File: src/hdl/fetch_pkg.sv
`default_nettype none

package fetch_pkg;

    typedef logic [31:0] word_t;
    typedef logic [31:0] addr_t;
    typedef logic [15:0] half_t;

    // buffer state of the fetch unit
    typedef enum logic {
        DIRECT,
        USE_BUFFER
    } fetch_state_t;

    localparam logic [6:0] OPC_BRANCH = 7'b1100011;
    localparam logic [6:0] OPC_JAL    = 7'b1101111;
    localparam logic [6:0] OPC_JALR   = 7'b1100111;

    // B-type offset, sign extended
    function automatic word_t imm_b(input word_t i);
        return {{20{i[31]}}, i[7], i[30:25], i[11:8], 1'b0};
    endfunction

    // J-type offset, sign extended
    function automatic word_t imm_j(input word_t i);
        return {{12{i[31]}}, i[19:12], i[20], i[30:21], 1'b0};
    endfunction

endpackage

`default_nettype wire

File: src/hdl/mem_arbiter.sv
`timescale 1ns/10ps
`default_nettype none

module mem_arbiter
    import fetch_pkg::*;
#(
    parameter int MEM_WORDS = 1024
) (
    input  logic                         clk,
    input  logic                         reset_n,
    input  logic                         load_valid,
    output logic                         load_ready,
    input  logic [$clog2(MEM_WORDS)-1:0] load_addr,
    input  word_t                        load_data,
    input  logic                         rd_valid,
    output logic                         rd_ready,
    input  addr_t                        rd_addr,
    output word_t                        rd_data,
    output logic                         rd_rvalid,
    output logic                         mem_we,
    output logic [$clog2(MEM_WORDS)-1:0] mem_addr,
    output word_t                        mem_wdata,
    input  word_t                        mem_rdata
);

    localparam int MEM_AW = $clog2(MEM_WORDS);

    logic rd_pending;

    // loader always wins
    assign load_ready = 1'b1;
    assign mem_we     = load_valid & load_ready;
    assign rd_ready   = rd_valid & ~load_valid;

    assign mem_addr  = mem_we ? load_addr : rd_addr[MEM_AW+1:2];
    assign mem_wdata = load_data;

    always_ff @(posedge clk or negedge reset_n) begin
        if (!reset_n) begin
            rd_pending <= 1'b0;
        end else begin
            rd_pending <= rd_valid & rd_ready;
        end
    end

    assign rd_data   = mem_rdata;
    assign rd_rvalid = rd_pending;

endmodule

`default_nettype wire

File: config.mk
export PLATFORM = sky130hd
export DESIGN_NAME = mem_arbiter
export DESIGN_NICKNAME = d
export VERILOG_FILES = /design/src/hdl/fetch_pkg.sv /design/src/hdl/mem_arbiter.sv
export SDC_FILE = /design/constraint.sdc
export NUM_CORES = 1
export LEC_CHECK = 0
export ABC_AREA = 1
export CORE_AREA = 3 3 71 73
export CTS_CLUSTER_SIZE = 8
export DETAILED_ROUTE_END_ITERATION = 8
export DIE_AREA = 0 0 74 76
export DONT_BUFFER_PORTS = 1
export MAX_ROUTING_LAYER = met4
export SLEW_MARGIN = 20
export SYNTH_ARGS = -nofsm -noshare
export SYNTH_HDL_FRONTEND = slang
export SYNTH_SLANG_ARGS = --single-unit
export TNS_END_PERCENT = 50
File: constraint.sdc
create_clock -name clk -period 1.25 [get_ports clk]
set_clock_uncertainty 0.05 [all_clocks]
set_input_delay 0.375 -clock clk [delete_from_list [all_inputs] [get_ports clk]]
set_output_delay 0.375 -clock clk [all_outputs]
set_load 0.1 [all_outputs]
# Word level (Yosys, flattened, before mapping)
# Cells that the tools add are included.
# totals
reg_bits,1
inputBits,110
wordCells,5
out_inout_bits,78
# op_classes
bitwise_logic,3
n_mux,1
# op_table
op,n
10-bit 2-to-1 mux,1
1-bit bitwise AND,2
1-bit inverter,1

# Depth between registers and ports, before layout
# depth
ltp_word,3
ltp_mapped,3
depth_no_buf,3

# Least setup slack after synthesis
# No wires, ideal clock.
# synth_path
path_type,input to output
from,input port load_valid
to,output port rd_ready
stages,2
path_slack_ps,-955
path_buffers,1
required_ps,825
arrival_time_ps,1780
path_cell_list,buf_6 > nor2_1
# synth_between
elab_chain_len,2
# synth_lines
item,line,text
start: declaration,mem_arbiter.sv:11,"input logic load_valid,"
1-bit inverter,mem_arbiter.sv:33,assign rd_ready = rd_valid & ~load_valid;
1-bit bitwise AND,mem_arbiter.sv:33,
end: declaration,mem_arbiter.sv:16,"output logic rd_ready,"
# Every way passes these cells.

# Worst setup path after layout
# layout_path
from,input port load_valid
to,output port mem_addr[0]
# layout_between
elab_chain_len,1
# layout_lines
item,line,text
10-bit 2-to-1 mux,mem_arbiter.sv:35,assign mem_addr = mem_we ? load_addr : rd_addr[MEM_AW+1:2];
end: declaration,mem_arbiter.sv:21,"output logic [$clog2(MEM_WORDS)-1:0] mem_addr,"
# Every way passes these cells.

==> metrics.md <==
| Metric | Value |
|---|---|
| Run status | finished clean |
| CP peak stage delay | ~0.19 ns |
| Arr. time, crit path | between 0.7 and 0.8 ns |
| Synth Flop Type | dfrtp_1 |
| Pwr Density | 882 nW/um^2 |
| Routed vias/inst | 3.27 |
| Initial antenna violation count | 0 |
| Core ar. | 4410 um^2 |
| Layout Nets | between 150 and 200 |
| Post-CTS Setup Bufs | 0 |
| Initial drt markers | 8 |
| DP HPWL | 1110 um |
| Post-route cell area | ~480 um^2 |
| Row count | 24 |
| CP Capture Type | output port |
| Worst-path maximum fanout | 13 |
| Initial Utilization | 0.149 |
| Sequential-to-total area share from yosys stat | 0.0380 |
| Fin crit period | 1.20 ns |
| Max Fclk | 833 MHz |
| Vias | 311 |
| LEAKAGE | 0.202 nW |
| Synthesis Warnings | 0 |
| Mapped cell area | 659 um^2 |
| Max reg flops | 1 |
| Global route overflow | 0 |
| Fin Hold WS | slightly below 0.03 ns |
| Max Cap Viol | 0 |
| Unrepaired setup endpoints after global routing | no |
| Top post-synthesis cells by area | buf_4 75%, nand2_1 17%, dfrtp_1 3.8% |
| Router iterations before antenna repair | 2 |
| Kind of critical path | input pin to output port |
| Die height | 76 um |
| Antenna-violating nets left | 0 |
| EDFF count, synth | 0 |
| N_diodes | 0 |
| WL/cell | 14.4 um |
| Final Max Tran Viols | 0 |
| Die area | 5620 um^2 |
| Critical path, cell by cell | inv_8, nand2_1, nand2_8 |
| Startpoint types | input pin |
| Gate Count Post-Synth | 102 |
| First-pass GRT wire length | 1790 um |
| Total negative slack | 0 ns |
| Area added between synthesis and finish | -27.1% |
| Max VDD drop | between 0.0001 and 0.00015 V |
| Total track usage | 0.0418 |
| Vias in the first global route | 322 |
| GPL Wtd Cong | 0.560 |
| Most instantiated library cell after synthesis | buf_4 |
| Top post-synthesis cells by count | 66 x buf_4, 30 x nand2_1 |
| Worst endpoint required time | 0.83 ns |
| Syn_nets | 212 |
| Fraction of layout cells with a size suffix above 1 | 0.535 |
| Yosys top cell area share | 0.751 |
| Residual DRC | 0 |
| Slowest-stage cell, CP | nand2_8 |
| I/O pin cnt | roughly 190 |
| Final Worst Setup Slack | 0.0491 ns |
| Hold crit path type | input pin to async pin |
| Async S/R FF share, synth | 1.00 |
| #FFs+latches synth | 1 |
| IO Port Bufs | 0 |
| Cell taking the most area after synthesis | buf_4 |
| Post-Route WL | 1370 um |
| Count of final setup violators | 0 |
| Fin. Hold Viols | 0 |
| CTS clk-pin slew, worst paths | 0 ns |
| Synthesized area per cell | 6.46 um^2 |
| Die Span X | 74 um |
| Period utilization | 0.961 |
| Number of unique standard cell types used by synthesis | 8 |
| Largest net degree at the start of global routing | 14 |
| Pre-CTS WS | -0.124 ns |
| Area after DPL | 430 um^2 |
[through the flow]
stage	instances	power, mW	util
after detailed placement	95	0.406	0.0975
final	95	0.424	0.109
after global routing	95	0.435	0.109
after global placement	95	0.404	0.0975
after CTS	95	0.426	0.108
after floorplan	102	1.30	-
[report_power, final]
group,switching [mW],internal [mW],total (mW)
logic,0.285,0.102,0.388
registers,0.00137,0.0346,0.0360
clock network,0,0,0
total,0.287,0.137,0.424
[final cells by class]
class                           instances  area, um^2
Fill cell                             497        3930
Multi-Input combinational cell         32         215
Timing Repair Buffer                    8         160
Tap cell                               52        65.1
Sequential cell                         1        25.0
Inverter                                2        15.0
[worst max path at each step]
stage / from / endpoint / cells after the start
after floorplan: load_valid / rd_ready / 2
after global placement: load_valid / mem_addr[3] / 3
after detailed placement: load_valid / mem_addr[3] / 3
after CTS: load_valid / mem_addr[4] / 4
after global routing: load_valid / mem_addr[5] / 4
final: load_valid / mem_addr[0] / 3
[cells in the final DEF (no fill, tap or decap)]
cell type / netlist / final
conb_1: 1 / 1
dfrtp_1: 1 / 1
nand2_1: 30 / 17
nor2_4: 0 / 1
inv_8: 0 / 1
nand2_8: 0 / 4
inv_1: 1 / 1
nand2_2: 0 / 9
buf_12: 0 / 8
[cells by family after synthesis]
logic type / share of synthesized area
DFF: 0.0379
buffers and inverters: 0.780
and+or+nand+nor: 0.176
other: 0.00569
[worst max-delay path: cells and delay by family]
kind / cells / cell delay (ns)
simple gates: 2 / 0.32
buf+inv: 1 / 0.07
[timing repair]
item | CTS | global route
gates resized for setup | 9 | 1
cloned | 0 | 0
setup endpoints to repair | 10 | 1
pin swaps | 3 | 0
hold buffers | 0 | 0
[routing by layer]
metal	vias to the layer above	routed length (um)	track usage
li1	117	-	-
met1	130	304	0.0323
met2	34	618	0.0612
met3	30	230	0.0158
met4	0	214	0.0598
met5	-	0	-
(Power assumes the default switching activity.)
