### config.mk
export PLATFORM = sky130hd
export DESIGN_NAME = instr_decompressor
export DESIGN_NICKNAME = d
export VERILOG_FILES = /design/src/hdl/fetch_pkg.sv /design/src/hdl/instr_decompressor.sv
export SDC_FILE = /design/constraint.sdc
export NUM_CORES = 1
export LEC_CHECK = 0
export BUFFER_PORTS_ARGS = -buffer_cell sky130_fd_sc_hd__buf_2
export CAP_MARGIN = 20
export CORE_MARGIN = 2
export CORE_UTILIZATION = 49
export DETAILED_ROUTE_END_ITERATION = 10
export GPL_ROUTABILITY_DRIVEN = 0
export PLACE_DENSITY_LB_ADDON = 0.15
export SYNTH_ARGS = -nofsm -noshare
export SYNTH_HDL_FRONTEND = slang
export SYNTH_SLANG_ARGS = --single-unit
### constraint.sdc
create_clock -name vclk -period 1.55
set_input_delay 0 -clock vclk [all_inputs]
set_output_delay 0 -clock vclk [all_outputs]
set_load 0.05 [all_outputs]
### src/hdl/fetch_pkg.sv
`default_nettype none

package fetch_pkg;

    typedef logic [31:0] word_t;
    typedef logic [31:0] addr_t;
    typedef logic [15:0] half_t;

    // buffer state of the fetch unit
    typedef enum logic {
        DIRECT,
        USE_BUFFER
    } fetch_state_t;

    localparam logic [6:0] OPC_BRANCH = 7'b1100011;
    localparam logic [6:0] OPC_JAL    = 7'b1101111;
    localparam logic [6:0] OPC_JALR   = 7'b1100111;

    // B-type offset, sign extended
    function automatic word_t imm_b(input word_t i);
        return {{20{i[31]}}, i[7], i[30:25], i[11:8], 1'b0};
    endfunction

    // J-type offset, sign extended
    function automatic word_t imm_j(input word_t i);
        return {{12{i[31]}}, i[19:12], i[20], i[30:21], 1'b0};
    endfunction

endpackage

`default_nettype wire

### src/hdl/instr_decompressor.sv
`timescale 1ns/10ps
`default_nettype none

module instr_decompressor
    import fetch_pkg::*;
(
    input  half_t c_instr,
    output word_t expanded,
    output logic  illegal
);

    logic [1:0]  quadrant;
    logic [2:0]  funct3;
    logic [4:0]  rd_full;
    logic [4:0]  rs2_full;
    logic [4:0]  rs1_short;
    logic [4:0]  rd_short;
    logic [11:0] imm_ci;
    logic [11:0] imm_lsw;
    logic [20:0] imm_cj;
    logic [12:0] imm_cb;

    assign quadrant = c_instr[1:0];
    assign funct3   = c_instr[15:13];
    assign rd_full  = c_instr[11:7];
    assign rs2_full = c_instr[6:2];

    // three-bit register fields map to x8..x15
    assign rs1_short = {2'b01, c_instr[9:7]};
    assign rd_short  = {2'b01, c_instr[4:2]};

    // CI immediate, also the upper bits of c.lui
    assign imm_ci = {{6{c_instr[12]}}, c_instr[12], c_instr[6:2]};

    // word offset of c.lw / c.sw
    assign imm_lsw = {5'b0, c_instr[5], c_instr[12:10], c_instr[6], 2'b00};

    assign imm_cj = {{9{c_instr[12]}}, c_instr[12], c_instr[8], c_instr[10:9],
                     c_instr[6], c_instr[7], c_instr[2], c_instr[11], c_instr[5:3], 1'b0};

    assign imm_cb = {{4{c_instr[12]}}, c_instr[12], c_instr[6:5], c_instr[2],
                     c_instr[11:10], c_instr[4:3], 1'b0};

    always_comb begin
        expanded = '0;
        illegal  = 1'b0;
        // the all-zero parcel lands in the default branch
        case ({quadrant, funct3})
            // c.lw
            5'b00_010: begin
                expanded = {imm_lsw, rs1_short, 3'b010, rd_short, 7'b0000011};
            end
            // c.sw
            5'b00_110: begin
                expanded = {imm_lsw[11:5], rd_short, rs1_short, 3'b010,
                            imm_lsw[4:0], 7'b0100011};
            end
            // c.addi and c.nop
            5'b01_000: begin
                expanded = {imm_ci, rd_full, 3'b000, rd_full, 7'b0010011};
            end
            // c.li
            5'b01_010: begin
                expanded = {imm_ci, 5'd0, 3'b000, rd_full, 7'b0010011};
            end
            // c.lui, rd x2 is c.addi16sp and not supported
            5'b01_011: begin
                if (rd_full != 5'd2 && imm_ci != '0) begin
                    expanded = {{8{imm_ci[11]}}, imm_ci, rd_full, 7'b0110111};
                end else begin
                    illegal = 1'b1;
                end
            end
            // c.j
            5'b01_101: begin
                expanded = {imm_cj[20], imm_cj[10:1], imm_cj[11], imm_cj[19:12],
                            5'd0, OPC_JAL};
            end
            // c.beqz / c.bnez, funct3 bit 0 picks bne
            5'b01_110, 5'b01_111: begin
                expanded = {imm_cb[12], imm_cb[10:5], 5'd0, rs1_short,
                            {2'b00, funct3[0]}, imm_cb[4:1], imm_cb[11], OPC_BRANCH};
            end
            // c.mv and c.add, rs2 of zero would be c.jr / c.jalr
            5'b10_100: begin
                if (rs2_full == 5'd0) begin
                    illegal = 1'b1;
                end else if (c_instr[12]) begin
                    expanded = {7'b0, rs2_full, rd_full, 3'b000, rd_full, 7'b0110011};
                end else begin
                    expanded = {7'b0, rs2_full, 5'd0, 3'b000, rd_full, 7'b0110011};
                end
            end
            default: begin
                illegal = 1'b1;
            end
        endcase
    end

endmodule

`default_nettype wire

# Yosys cells after proc, flatten, opt, wreduce, memory -nomap -nowiden
# Index checks and enable logic that the tools add are counted.
[word_totals] register_bits=0 input_bits=16 out_inout_bits=33
[op_classes] eq_ne=10 mux=7 n_reduce_logical=5
[op_table] op="one-hot mux 32 bit (8 select lines)" count=1
[op_table] op="two-way mux 32 bit" count=1
[op_table] op="equality test 5 x 4 -> 1 bit (second input constant)" count=6
[op_table] op="two-way mux 25 bit" count=1
[op_table] op="two-way mux 20 bit" count=1
[op_table] op="nonzero test 12 bit" count=1
[op_table] op="OR reduction 7 bit" count=1
[op_table] op="equality test 5 x 2 -> 1 bit (second input constant)" count=1
[op_table] op="equality test 5 x 3 -> 1 bit (second input constant)" count=1
[op_table] op="equality test 5 bit (second input constant)" count=1
[op_table] op="zero test 5 bit" count=1
[op_table] op="inequality test 5 x 2 -> 1 bit (second input constant)" count=1
[op_table] op="one-hot mux 1 bit (3 select lines)" count=1
[op_table] op="two-way mux 1 bit" count=2
[op_table] op="OR reduction 2 bit" count=1
[op_table] op="logical AND 1 bit" count=1

# Depth between registers and ports, before layout
[depth] ltp_word=4 mapped_depth=6

# Worst setup path before layout
# Ideal clock, no wire load.
[synth_timing] path_type="input to output" start="input port c_instr[15]" end="output port expanded[1]" arrival_ns=2.156 required_ns=1.550 slack_ns=-0.606 stages=6 n_path_buf=2 path_cell_list="buf_2 -> nand2b_1 -> a32oi_1 -> o22a_1 -> nor3_1 -> buf_4"
[synth_via] elab_chain_cells=3 elab_cells_between_ends=11 cone_classes="eq/ne: 9; mux: 1; reduce/logical: 1"
[synth_rtl] element="start, declared" line_no="instr_decompressor.sv:7" source="input half_t c_instr,"
[synth_rtl] element="equality test 5 x 4 -> 1 bit" line_no="instr_decompressor.sv:48" source="case ({quadrant, funct3})"
[synth_rtl] element="OR reduction 2 bit"
[synth_rtl] element="one-hot mux 32 bit (8 select lines) (*)" line_no="instr_decompressor.sv:48"
[synth_rtl] element="end, declared" line_no="instr_decompressor.sv:8" source="output word_t expanded,"
# Every way passes the cells marked *; elsewhere a longest branch is shown, timed or not.

# Worst setup path in the final report
[layout_timing] start="input port c_instr[15]" end="output port expanded[19]"
# Same word-level chain as after synthesis.

==> results.sh <==
export IMPL_dp_hpwl_microns=2470
export IMPL_finalHoldViolations=0
export IMPL_io_pin_count=49
export IMPL_outcome="completed"
export IMPL_yosysUniqueCellTypes=40
export IMPL_rows=14
export IMPL_floorplan_die_area_sq_um=1910
export IMPL_die_h_microns=43.7
export IMPL_endpoint_kind="output port"
export IMPL_placed_area_sq_um=1140
export IMPL_maxCapViolCount=0
export IMPL_met1_usage_pct=41.0
export IMPL_final_design_area_no_fill_sq_um=1160
export IMPL_drive_above_1_share_pct=44.9
export IMPL_placedCellCount=192
export IMPL_final_max_slew_violation_count=0
export IMPL_worst_slew_pin_slew_ps=383
export IMPL_grt_overflow_total=0
export IMPL_start_util_pct=51.8
export IMPL_synth_common_cells="nand2_1 (15), inv_1 (9)"
export IMPL_nClkBuffers=0
export IMPL_grt_max_degree=14
export IMPL_synth_top_area_share_pct=7.31
export IMPL_vias_per_cell=6.48
export IMPL_nFlopsAndLatches=0
export IMPL_stdcell_count=192
export IMPL_yosysMostFrequentCell="nand2_1"
export IMPL_min_period_over_period_pct=96.9
export IMPL_wire_per_inst_microns=16.1
export IMPL_p_leak_uw=0.000628
export IMPL_cp_arrival_ps=1500
export IMPL_syn_area_per_cell_sq_um=6.27
export IMPL_fin_nets=194
export IMPL_die_w_microns=43.7
export IMPL_drt_initial_drc_count=93
export IMPL_area_sequential_sq_um=0
export IMPL_synth_area_leaders="nand2_1 (7.3%), a21o_1 (5.8%), o211ai_1 (4.9%)"
export IMPL_power_uw=420
export IMPL_p_per_area_nw_per_um2=361
export IMPL_yosysSeqAreaShare_pct=0
export IMPL_max_slew_margin_pct=74.3
export IMPL_ant_nets=0
export IMPL_numPortBuffers=49
export IMPL_syn_num_nets=139
export IMPL_fmax_mhz=666
export IMPL_whs_ps=443
export IMPL_rsz0062_at_grt="true"
export IMPL_grtUsageTotal_pct=31.7
export IMPL_drc_errors=0
export IMPL_grt_pass1_wl_microns=4800
export IMPL_yosys_area_top_type="nand2_1"
export IMPL_syn2layout_area_growth_pct=51.0
export IMPL_antenna_found_initial=0
export IMPL_use_met2_pct=55.0
export IMPL_use_met3_pct=3.33
export IMPL_core_area_sq_um=1490
export IMPL_drt_first_pass_iters=4
export IMPL_crit_path_start_kind="primary input"
export IMPL_n_antenna_cell=0
export IMPL_peakVddDrop_mv=0.260
export IMPL_routed_via_count=1244
export IMPL_required_ps=1550
export IMPL_synthCells=123
export IMPL_yosysWarnings=0
export IMPL_hold_class="primary input to output port"
export IMPL_grt_busiest_layer="met2"
export IMPL_grt_pass1_vias=1094
export IMPL_postCtsSetupBuffers=0
export IMPL_synth_area_sq_um=771
export IMPL_path_class="primary input to output port"
export IMPL_path_max_fanout=13
export IMPL_drt_total_wl_microns=3090
export IMPL_finalCriticalPeriod_ps=1500
export IMPL_finalSetupViolCount=0
==> worst max-delay path: stages <==
cell and delay, ps:
buf_2 180, or4b_4 530, nor2_1 200, a21oi_1 100, o31ai_2 190, buf_2 300
==> worst paths after layout <==
check | start | endpoint | slack [ps] | depth (start not counted)
setup / recovery | c_instr[15] | expanded[19] | 50 | 6
hold / removal | c_instr[8] | expanded[8] | 440 | 4
==> stage by stage <==
stage | worst slack, ps | util [%] | TNS (ps)
6_report | 48.2 | 78.2 | 0
3_5_place_dp | 31.7 | 76.6 | 0
4_1_cts | 24.8 | 76.6 | 0
5_1_grt | -21.1 | 78.2 | -21.1
3_3_place_gp | 85.1 | 76.6 | 0
2_1_floorplan | -182 | - | -353
==> routing by layer <==
metal	share of wire [%]	vias up	wire length [microns]
met4	1.9	0	59
li1	-	576	-
met5	0	-	0
met1	37	565	1150
met2	49	93	1520
met3	12	10	358
==> report_power, final <==
| group | switching (uW) | total, uW | leakage, uW | internal [uW] |
|---|---|---|---|---|
| clock | 0 | 0 | 0 | 0 |
| sequential | 0 | 0 | 0 | 0 |
| combinational | 302 | 420 | 0.000628 | 118 |
==> layout make-up <==
class,count,area [sq um]
Timing Repair Buffer,62,352
Inverter,9,33.8
Fill cell,119,325
Multi-Input combinational cell,105,758
Tap cell,16,20.0
==> cells in the final DEF, fill, tap and decap left out, drive strengths merged <==
cell	n
buf	62
nand2	15
o21ai	12
inv	9
nor2	7
nor3	7
a21oi	6
a21o	6
nand3	5
nand2b	5
o211ai	5
nand3b	3
a32oi	3
a211oi	3
nand4b	2
or3	2
or3b	2
o22a	2
a22oi	2
a211o	2
a221o	2
nor4	2
a311oi	2
nor2b	1
or2	1
or4b	1
and4b	1
o21a	1
nand4bb	1
nor3b	1
o31ai	1
a21bo	1
a2bb2oi	1
==> kinds of logic after synthesis <==
family / after synthesis / share of synthesized area [%]
buffers and inverters: 18 / 10.6
AND/OR/NAND/NOR: 56 / 43.7
AO/OA/AOI/OAI: 49 / 45.8
==> what timing repair did <==
| action | 4_1_cts | 5_1_grt |
|---|---|---|
| gates resized for setup | 0 | 8 |
| hold buffers | 0 | 0 |
| endpoints found under the setup margin | 0 | 6 |
Power figures use the tool's default switching activity.
