===== src/hdl/fetch_pkg.sv =====
`default_nettype none

package fetch_pkg;

    typedef logic [31:0] word_t;
    typedef logic [31:0] addr_t;
    typedef logic [15:0] half_t;

    // buffer state of the fetch unit
    typedef enum logic {
        DIRECT,
        USE_BUFFER
    } fetch_state_t;

    localparam logic [6:0] OPC_BRANCH = 7'b1100011;
    localparam logic [6:0] OPC_JAL    = 7'b1101111;
    localparam logic [6:0] OPC_JALR   = 7'b1100111;

    // B-type offset, sign extended
    function automatic word_t imm_b(input word_t i);
        return {{20{i[31]}}, i[7], i[30:25], i[11:8], 1'b0};
    endfunction

    // J-type offset, sign extended
    function automatic word_t imm_j(input word_t i);
        return {{12{i[31]}}, i[19:12], i[20], i[30:21], 1'b0};
    endfunction

endpackage

`default_nettype wire


===== src/hdl/fetch_unit.sv =====
`timescale 1ns/10ps
`default_nettype none

module fetch_unit
    import fetch_pkg::*;
(
    input  logic  clk,
    input  logic  reset_n,
    input  logic  start_valid,
    input  addr_t start_pc,
    input  logic  redirect_valid,
    input  addr_t redirect_pc,
    output logic  rd_valid,
    input  logic  rd_ready,
    output addr_t rd_addr,
    input  word_t rd_data,
    input  logic  rd_rvalid,
    output half_t parcel,
    input  word_t expanded,
    input  logic  c_illegal,
    output addr_t lookup_pc,
    input  logic  predict_taken,
    output logic  instr_valid,
    input  logic  instr_ready,
    output word_t instr,
    output addr_t instr_pc,
    output logic  instr_compressed,
    output logic  instr_illegal,
    output logic  pred_taken
);

    fetch_state_t state;
    addr_t        pc;
    half_t        half_buf;
    logic         active;

    logic  flush;
    addr_t flush_pc;
    logic  stalled;
    addr_t fetch_addr;
    logic  is_compressed;
    logic  straddle_start;
    word_t full_instr;
    word_t final_instr;
    logic  is_jal;
    logic  is_branch;
    addr_t pc_next;
    logic  deliver;

    // start behaves like a redirect
    assign flush    = redirect_valid | start_valid;
    assign flush_pc = redirect_valid ? redirect_pc : start_pc;
    assign stalled  = instr_valid & ~instr_ready;

    // second half of a straddling instruction lives in the next word
    assign fetch_addr = (state == USE_BUFFER) ? pc + 32'd2 : pc;
    assign rd_addr    = {fetch_addr[31:2], 2'b00};

    // one read in flight, and only when the output slot will be free
    assign rd_valid = active & ~rd_rvalid & ~stalled & ~flush;

    // parcel selection
    always_comb begin
        is_compressed  = 1'b0;
        straddle_start = 1'b0;
        parcel         = rd_data[15:0];
        full_instr     = rd_data;
        if (state == USE_BUFFER) begin
            full_instr = {rd_data[15:0], half_buf};
        end else if (pc[1]) begin
            parcel         = rd_data[31:16];
            is_compressed  = rd_data[17:16] != 2'b11;
            straddle_start = rd_data[17:16] == 2'b11;
        end else begin
            is_compressed = rd_data[1:0] != 2'b11;
        end
        final_instr = is_compressed ? expanded : full_instr;
    end

    assign is_jal    = final_instr[6:0] == OPC_JAL;
    assign is_branch = final_instr[6:0] == OPC_BRANCH;
    assign lookup_pc = pc;

    // next pc with jumps always taken and branches by the counter
    always_comb begin
        if (is_jal) begin
            pc_next = pc + imm_j(final_instr);
        end else if (is_branch && predict_taken) begin
            pc_next = pc + imm_b(final_instr);
        end else begin
            pc_next = pc + (is_compressed ? 32'd2 : 32'd4);
        end
    end

    assign deliver = rd_rvalid & ~flush & ~straddle_start;

    always_ff @(posedge clk or negedge reset_n) begin
        if (!reset_n) begin
            state       <= DIRECT;
            pc          <= '0;
            active      <= 1'b0;
            instr_valid <= 1'b0;
        end else if (flush) begin
            // in-flight data returning now is dropped
            state       <= DIRECT;
            pc          <= flush_pc;
            active      <= 1'b1;
            instr_valid <= 1'b0;
        end else begin
            if (instr_valid && instr_ready) begin
                instr_valid <= 1'b0;
            end
            if (rd_rvalid) begin
                if (straddle_start) begin
                    state <= USE_BUFFER;
                end else begin
                    state       <= DIRECT;
                    pc          <= pc_next;
                    instr_valid <= 1'b1;
                end
            end
        end
    end

    always_ff @(posedge clk) begin
        if (rd_rvalid && straddle_start) begin
            half_buf <= rd_data[31:16];
        end
        if (deliver) begin
            instr            <= final_instr;
            instr_pc         <= pc;
            instr_compressed <= is_compressed;
            instr_illegal    <= is_compressed & c_illegal;
            pred_taken       <= is_branch & predict_taken;
        end
    end

    // outputs hold until taken, unless flushed
    assert property (@(posedge clk) disable iff (!reset_n)
        stalled && !flush |=> instr_valid && $stable(instr) && $stable(instr_pc))
        else $error("output changed under back-pressure");

    // read data from the memory always finds the output slot free
    assert property (@(posedge clk) disable iff (!reset_n) rd_rvalid && !flush |-> !stalled)
        else $error("read data returned into a full output register");

endmodule

`default_nettype wire


===== config.mk =====
export PLATFORM = sky130hd
export DESIGN_NAME = fetch_unit
export DESIGN_NICKNAME = d
export VERILOG_FILES = /design/src/hdl/fetch_pkg.sv /design/src/hdl/fetch_unit.sv
export SDC_FILE = /design/constraint.sdc
export NUM_CORES = 1
export LEC_CHECK = 0
export ABC_AREA = 0
export BUFFER_PORTS_ARGS = -buffer_cell sky130_fd_sc_hd__buf_2
export CAP_MARGIN = 20
export CORE_MARGIN = 2
export CORE_UTILIZATION = 50
export CTS_CLUSTER_DIAMETER = 50
export DETAILED_ROUTE_END_ITERATION = 16
export PLACE_DENSITY = 0.81
export SYNTH_ARGS = -nofsm -noshare
export SYNTH_HDL_FRONTEND = slang
export SYNTH_SLANG_ARGS = --single-unit
export TNS_END_PERCENT = 50

===== constraint.sdc =====
create_clock -name clk -period 5.45 [get_ports clk]
set_input_delay 1.09 -clock clk [delete_from_list [all_inputs] [get_ports clk]]
set_output_delay 1.09 -clock clk [all_outputs]
set_load 0.03 [all_outputs]

Word level (Yosys, flattened, before mapping)
Cells that the tools add are included.
{"block": "word_totals", "ff_bits": 118, "input_bits": 137, "wordCells": 62}
{"block": "op_classes", "mux": 23, "n_eq_ne": 6, "add_sub_neg": 4, "bitwise_logic": 14, "n_reduce_logical": 5}
{"op": "two-way mux 32 bit", "n": 9}
{"op": "adder 32 bit", "n": 2}
{"op": "adder 32 x 2 -> 32 bit, second input constant", "n": 1}
{"op": "adder 32 x 3 -> 32 bit", "n": 1}
{"op": "two-way mux 16 bit", "n": 2}
{"op": "== test 7 bit, second input constant", "n": 2}
{"op": "two-way mux 1 bit", "n": 11}
{"op": "AND 1 bit", "n": 8}
{"op": "!= test 2 bit, second input constant", "n": 3}
{"op": "NOT 1 bit", "n": 5}
{"op": "logical AND 1 bit", "n": 3}
{"op": "two-way mux 3 bit", "n": 1}
{"op": "== test 2 bit, second input constant", "n": 1}
{"op": "AND reduction 2 bit", "n": 1}
{"op": "nonzero test 2 bit", "n": 1}
{"op": "bitwise OR 1 bit", "n": 1}

Logic depth before layout (Yosys ltp)
{"block": "logic_depth", "word_depth": 11, "depth_mapped": 21, "depth_no_buf": 18}

Least setup slack after synthesis
Ideal clock, no wire load.
{"block": "synth_path", "kind": "input-to-reg", "from": "input port start_valid", "to": "register instr[0], enable pin", "arrival_time_ns": 4.559, "n_path_buf": 2, "stages": 5, "setup_slack_ns": 0.395, "required_time_ns": 4.954, "cell_sequence": "clkbuf_1 > inv_1 > nand2_1 > clkbuf_1 > nor2_1"}
{"block": "synth_via", "elab_chain_len": 4}
{"element": "from (decl)", "line_no": "fetch_unit.sv:9", "rtl": "input logic start_valid,"}
{"element": "bitwise OR 1 bit", "line_no": "fetch_unit.sv:51", "rtl": "assign flush = redirect_valid | start_valid;"}
{"element": "NOT 1 bit", "line_no": "fetch_unit.sv:95", "rtl": "assign deliver = rd_rvalid & ~flush & ~straddle_start;"}
{"element": "AND 1 bit (2 in a row)", "line_no": "fetch_unit.sv:95"}
{"element": "named net deliver", "line_no": "fetch_unit.sv:48", "rtl": "logic deliver;"}
{"element": "to (signal assigned)", "line_no": "fetch_unit.sv:130", "rtl": "instr <= final_instr;"}
{"element": "to (decl)", "line_no": "fetch_unit.sv:25", "rtl": "output word_t instr,"}
The timed path passes the listed nets, and every way through them passes these cells.
A chain may end at the register's enable or synchronous reset.

Worst setup path after layout
{"block": "layout_path", "from": "input port rd_data[17]", "to": "register pc[27] (netlist: lookup_pc[27])"}
{"block": "layout_via", "elab_chain_len": 11}
{"element": "from (decl)", "line_no": "fetch_unit.sv:16", "rtl": "input word_t rd_data,"}
{"element": "!= test 2 bit (*)", "line_no": "fetch_unit.sv:72", "rtl": "is_compressed = rd_data[17:16] != 2'b11;"}
{"element": "two-way mux 1 bit (*)", "line_no": "fetch_unit.sv:70", "rtl": "end else if (pc[1]) begin"}
{"element": "two-way mux 1 bit (*)", "line_no": "fetch_unit.sv:68", "rtl": "if (state == USE_BUFFER) begin"}
{"element": "two-way mux 32 bit (*)", "line_no": "fetch_unit.sv:77", "rtl": "final_instr = is_compressed ? expanded : full_instr;"}
{"element": "named net final_instr[6]", "line_no": "fetch_unit.sv:44", "rtl": "word_t final_instr;"}
{"element": "== test 7 bit", "line_no": "fetch_unit.sv:81", "rtl": "assign is_branch = final_instr[6:0] == OPC_BRANCH;"}
{"element": "logical AND 1 bit", "line_no": "fetch_unit.sv:88", "rtl": "end else if (is_branch && predict_taken) begin"}
{"element": "two-way mux 32 bit", "line_no": "fetch_unit.sv:88"}
{"element": "two-way mux 32 bit (*)", "line_no": "fetch_unit.sv:86", "rtl": "if (is_jal) begin"}
{"element": "two-way mux 32 bit (*)", "line_no": "fetch_unit.sv:114", "rtl": "if (straddle_start) begin"}
{"element": "two-way mux 32 bit (*)", "line_no": "fetch_unit.sv:113", "rtl": "if (rd_rvalid) begin"}
{"element": "two-way mux 32 bit (*)", "line_no": "fetch_unit.sv:103", "rtl": "end else if (flush) begin"}
{"element": "to (signal assigned)", "line_no": "fetch_unit.sv:106", "rtl": "pc <= flush_pc;"}
{"element": "to (signal assigned)", "line_no": "fetch_unit.sv:118", "rtl": "pc <= pc_next;"}
{"element": "to (decl)", "line_no": "fetch_unit.sv:33", "rtl": "addr_t pc;"}
Mark *: on every way through the listed nets, which the timed path passes. The rest lies on a longest branch. The select of a mux whose other input is x is not followed.

==> run metrics <==
CP Max Fanout=7; post-route ant nets=0; post-route clock period utilization=0.932; first-pass GRT wire length=37.3 mm; worst hold path type=reg2reg; critical path required time=5760 ps; Finish-stage setup viols=0; RSZ-0062 raised after global routing=no; most frequent cell after synthesis=nand2_1; Layout area overhead=29.9%; post-DP HPWL=18.1 mm; placed cell area=9310 sq um; Sw Share=0.315; maximum clock frequency=197 MHz; register area share after synthesis=0.442; DIE AREA=16300 sq um; CTS tree=yes; DRT Pass-1 Iters=6; overall routing resource usage=0.297; number of global-route vias before repair=6918; number of H-tree levels=4; Post-synth EDFFs=83; Most used DFF post-synth=edfxtp_1; Net Sw Power=919 uW; post-route cell area=9910 sq um; sequential cell area=3370 sq um; Post-synth top cells=128 x nand2_1, 83 x edfxtp_1, 69 x o21ai_0; PortBufs=282; layout cells sized above 1=0.317; GR peak layer=met2; pin count of the biggest net entering global routing=55; Setup crit start kind=primary input; Multi-input gate area=4040 sq um; status=finished clean; Pleak=4.49 nW; GP Congestion=0.901; internal power=2.00 mW; final cell count without fillers=1296; Async SR Flop Fraction=0.297; #FFs+latches synth=118; global-route met1 utilization=0.398; Avg Inst Size Synth=9.44 sq um; Reg power frac=0.374; initial core utilization=0.507; # fillers=1204; Slew Viols, Final=0; Final Critical Period=5080 ps; Crit. End Element=flip-flop; Die H=128 um; met2 Use GR=0.466; placed insts=1263; Netlist cell types=69; top-area cell type share of the netlist area=0.327; synth warn=0; drt wl/cell=19.0 um; Max Cap Viol=0; worst clock skew=13.1 ps; Cells after Synth=808; Power Density=294 nW/um^2; top cells by area, synth=edfxtp_1 33%, dfrtp_1 11%, nand2_1 6.3%; DR vias/cell=5.88; Die Span X=128 um; postcts setup bufs=0; Comb power frac=0.238; clock network power share=0.388; Clk Tree Root Cell=clkbuf_16; Arrival @ worst endpoint=5390 ps; CTS buffer count=17; clk slew on worst S/H paths=50 ps; Final nets=1263; Vias=7621; Routed WL=24.6 mm; met3 usage=0.0766; GRT overflow=0; CTS Sinks=118; Peak VDD IR=0.222 mV; antenna violations before repair=1; Synth Cell Area=7630 sq um; Boundary Pins=286; CTS max path bufs=2; DRC=0; Yosys top cell by area=edfxtp_1; Row Count=45; worst relative slew slack=0.405; Slew @ Worst Pin=893 ps; drt initial violations=604; core area=15000 sq um; Hold Fails Final Rpt=0; worst setup path class=in2reg; worst-skew pair later-pin latency=420 ps
==> layout make-up <==
type | count | area share
Multi-Input combinational cell | 632 | 0.408
Clock buffer | 22 | 0.0469
Timing Repair Buffer | 304 | 0.160
Inverter | 21 | 0.00796
Tap cell | 188 | 0.0237
Sequential cell | 118 | 0.340
Clock inverter | 10 | 0.0131
Antenna cell | 1 | 0.000253
==> cells in the final DEF, fill, tap and decap left out, types with 5 or more instances in the layout <==
| master | n |
|---|---|
| a21oi_1 | 53 |
| nand3_1 | 24 |
| xnor2_1 | 32 |
| or3_1 | 8 |
| o211ai_1 | 7 |
| nor3_1 | 15 |
| buf_4 | 21 |
| edfxtp_1 | 83 |
| nor2_1 | 45 |
| a31oi_1 | 5 |
| nor2b_1 | 8 |
| o221ai_1 | 6 |
| o21ai_0 | 69 |
| nand2_1 | 128 |
| and3_1 | 15 |
| dfrtp_1 | 34 |
| mux2i_1 | 34 |
| o21a_1 | 12 |
| nand4_1 | 12 |
| a211oi_1 | 10 |
| clkbuf_16 | 17 |
| xor2_1 | 15 |
| a21o_1 | 15 |
| ha_1 | 31 |
| and2_1 | 8 |
| inv_1 | 20 |
| buf_2 | 282 |
| and4_1 | 5 |
==> worst paths after layout <==
| kind | start | end | slack [ps] | cells after the start |
|---|---|---|---|---|
| min in group asynchronous | reset_n | lookup_pc[27] | 800 | 1 |
| setup reg to reg | lookup_pc[1] | lookup_pc[27] | 560 | 18 |
| max in group asynchronous | reset_n | state | 4030 | 1 |
| hold reg to reg | active | active | 470 | 1 |
| setup / recovery | rd_data[17] | lookup_pc[27] | 370 | 19 |
| hold / removal | active | active | 470 | 1 |
==> power by group through the flow <==
stage / Clock [mW] / Sequential [mW] / Combinational (mW)
after floorplan: 0 / 1.17 / 0.371
after global placement: 0 / 1.10 / 0.675
after detailed placement: 0 / 1.11 / 0.685
after CTS: 1.14 / 1.09 / 0.691
after global routing: 1.18 / 1.10 / 0.745
final: 1.13 / 1.09 / 0.694
==> metrics by stage <==
| step | setup WS [ps] | setup TNS, ps | total power, mW | hold WS [ps] | utilization |
|---|---|---|---|---|---|
| finish | 370 | 0 | 2.92 | 471 | 0.659 |
| global route | 12.1 | 0 | 3.03 | 493 | 0.659 |
| CTS | 356 | 0 | 2.92 | 468 | 0.659 |
| detailed placement | -14.2 | -24.7 | 1.79 | 450 | 0.619 |
| global placement | 88.8 | 0 | 1.78 | 449 | 0.619 |
| floorplan | 395 | 0 | 1.54 | 429 | - |
==> routing by layer <==
metal,up-vias,wire [um]
li1,3568,-
met1,3579,10200
met2,420,11600
met3,54,2140
met4,0,636
met5,-,0
==> registers in the layout, summed over array words and instances, names as in the netlist <==
name              count
instr_valid           1
instr_illegal         1
instr_pc             32
instr_compressed      1
active                1
half_buf             16
pred_taken            1
instr                32
state                 1
lookup_pc            32
==> cells by family after synthesis <==
family	count (synthesis)	share of synthesized area
buffers and inverters	59	0.0325
muxes	38	0.0505
xor gates and xnor gates	47	0.0540
other	1	0.000492
and+or+nand+nor	285	0.174
adders and majority gates	32	0.0535
AOI/OAI and AO/OA	228	0.193
DFF	118	0.442
==> worst max-delay path, stage by stage <==
cell and delay (ps):
buf_2 150, and3_4 210, nor2_2 300, o311ai_0 200, and4b_1 280, and2_1 200, buf_4 160, a21oi_1 110
a21oi_1 120, ha_1 240, fa_1 430, a211oi_1 320, o21ai_0 200, nand4_1 130, nand2_1 170, a21oi_1 390
o31ai_1 160, a221o_1 330, a22o_1 180
==> repair_timing <==
action                     CTS  global route
hold buffers                 0             0
hold endpoints to repair     0             0
setup endpoints to repair    0             2
resized for setup            0             1
Power figures use the tool's default switching activity.
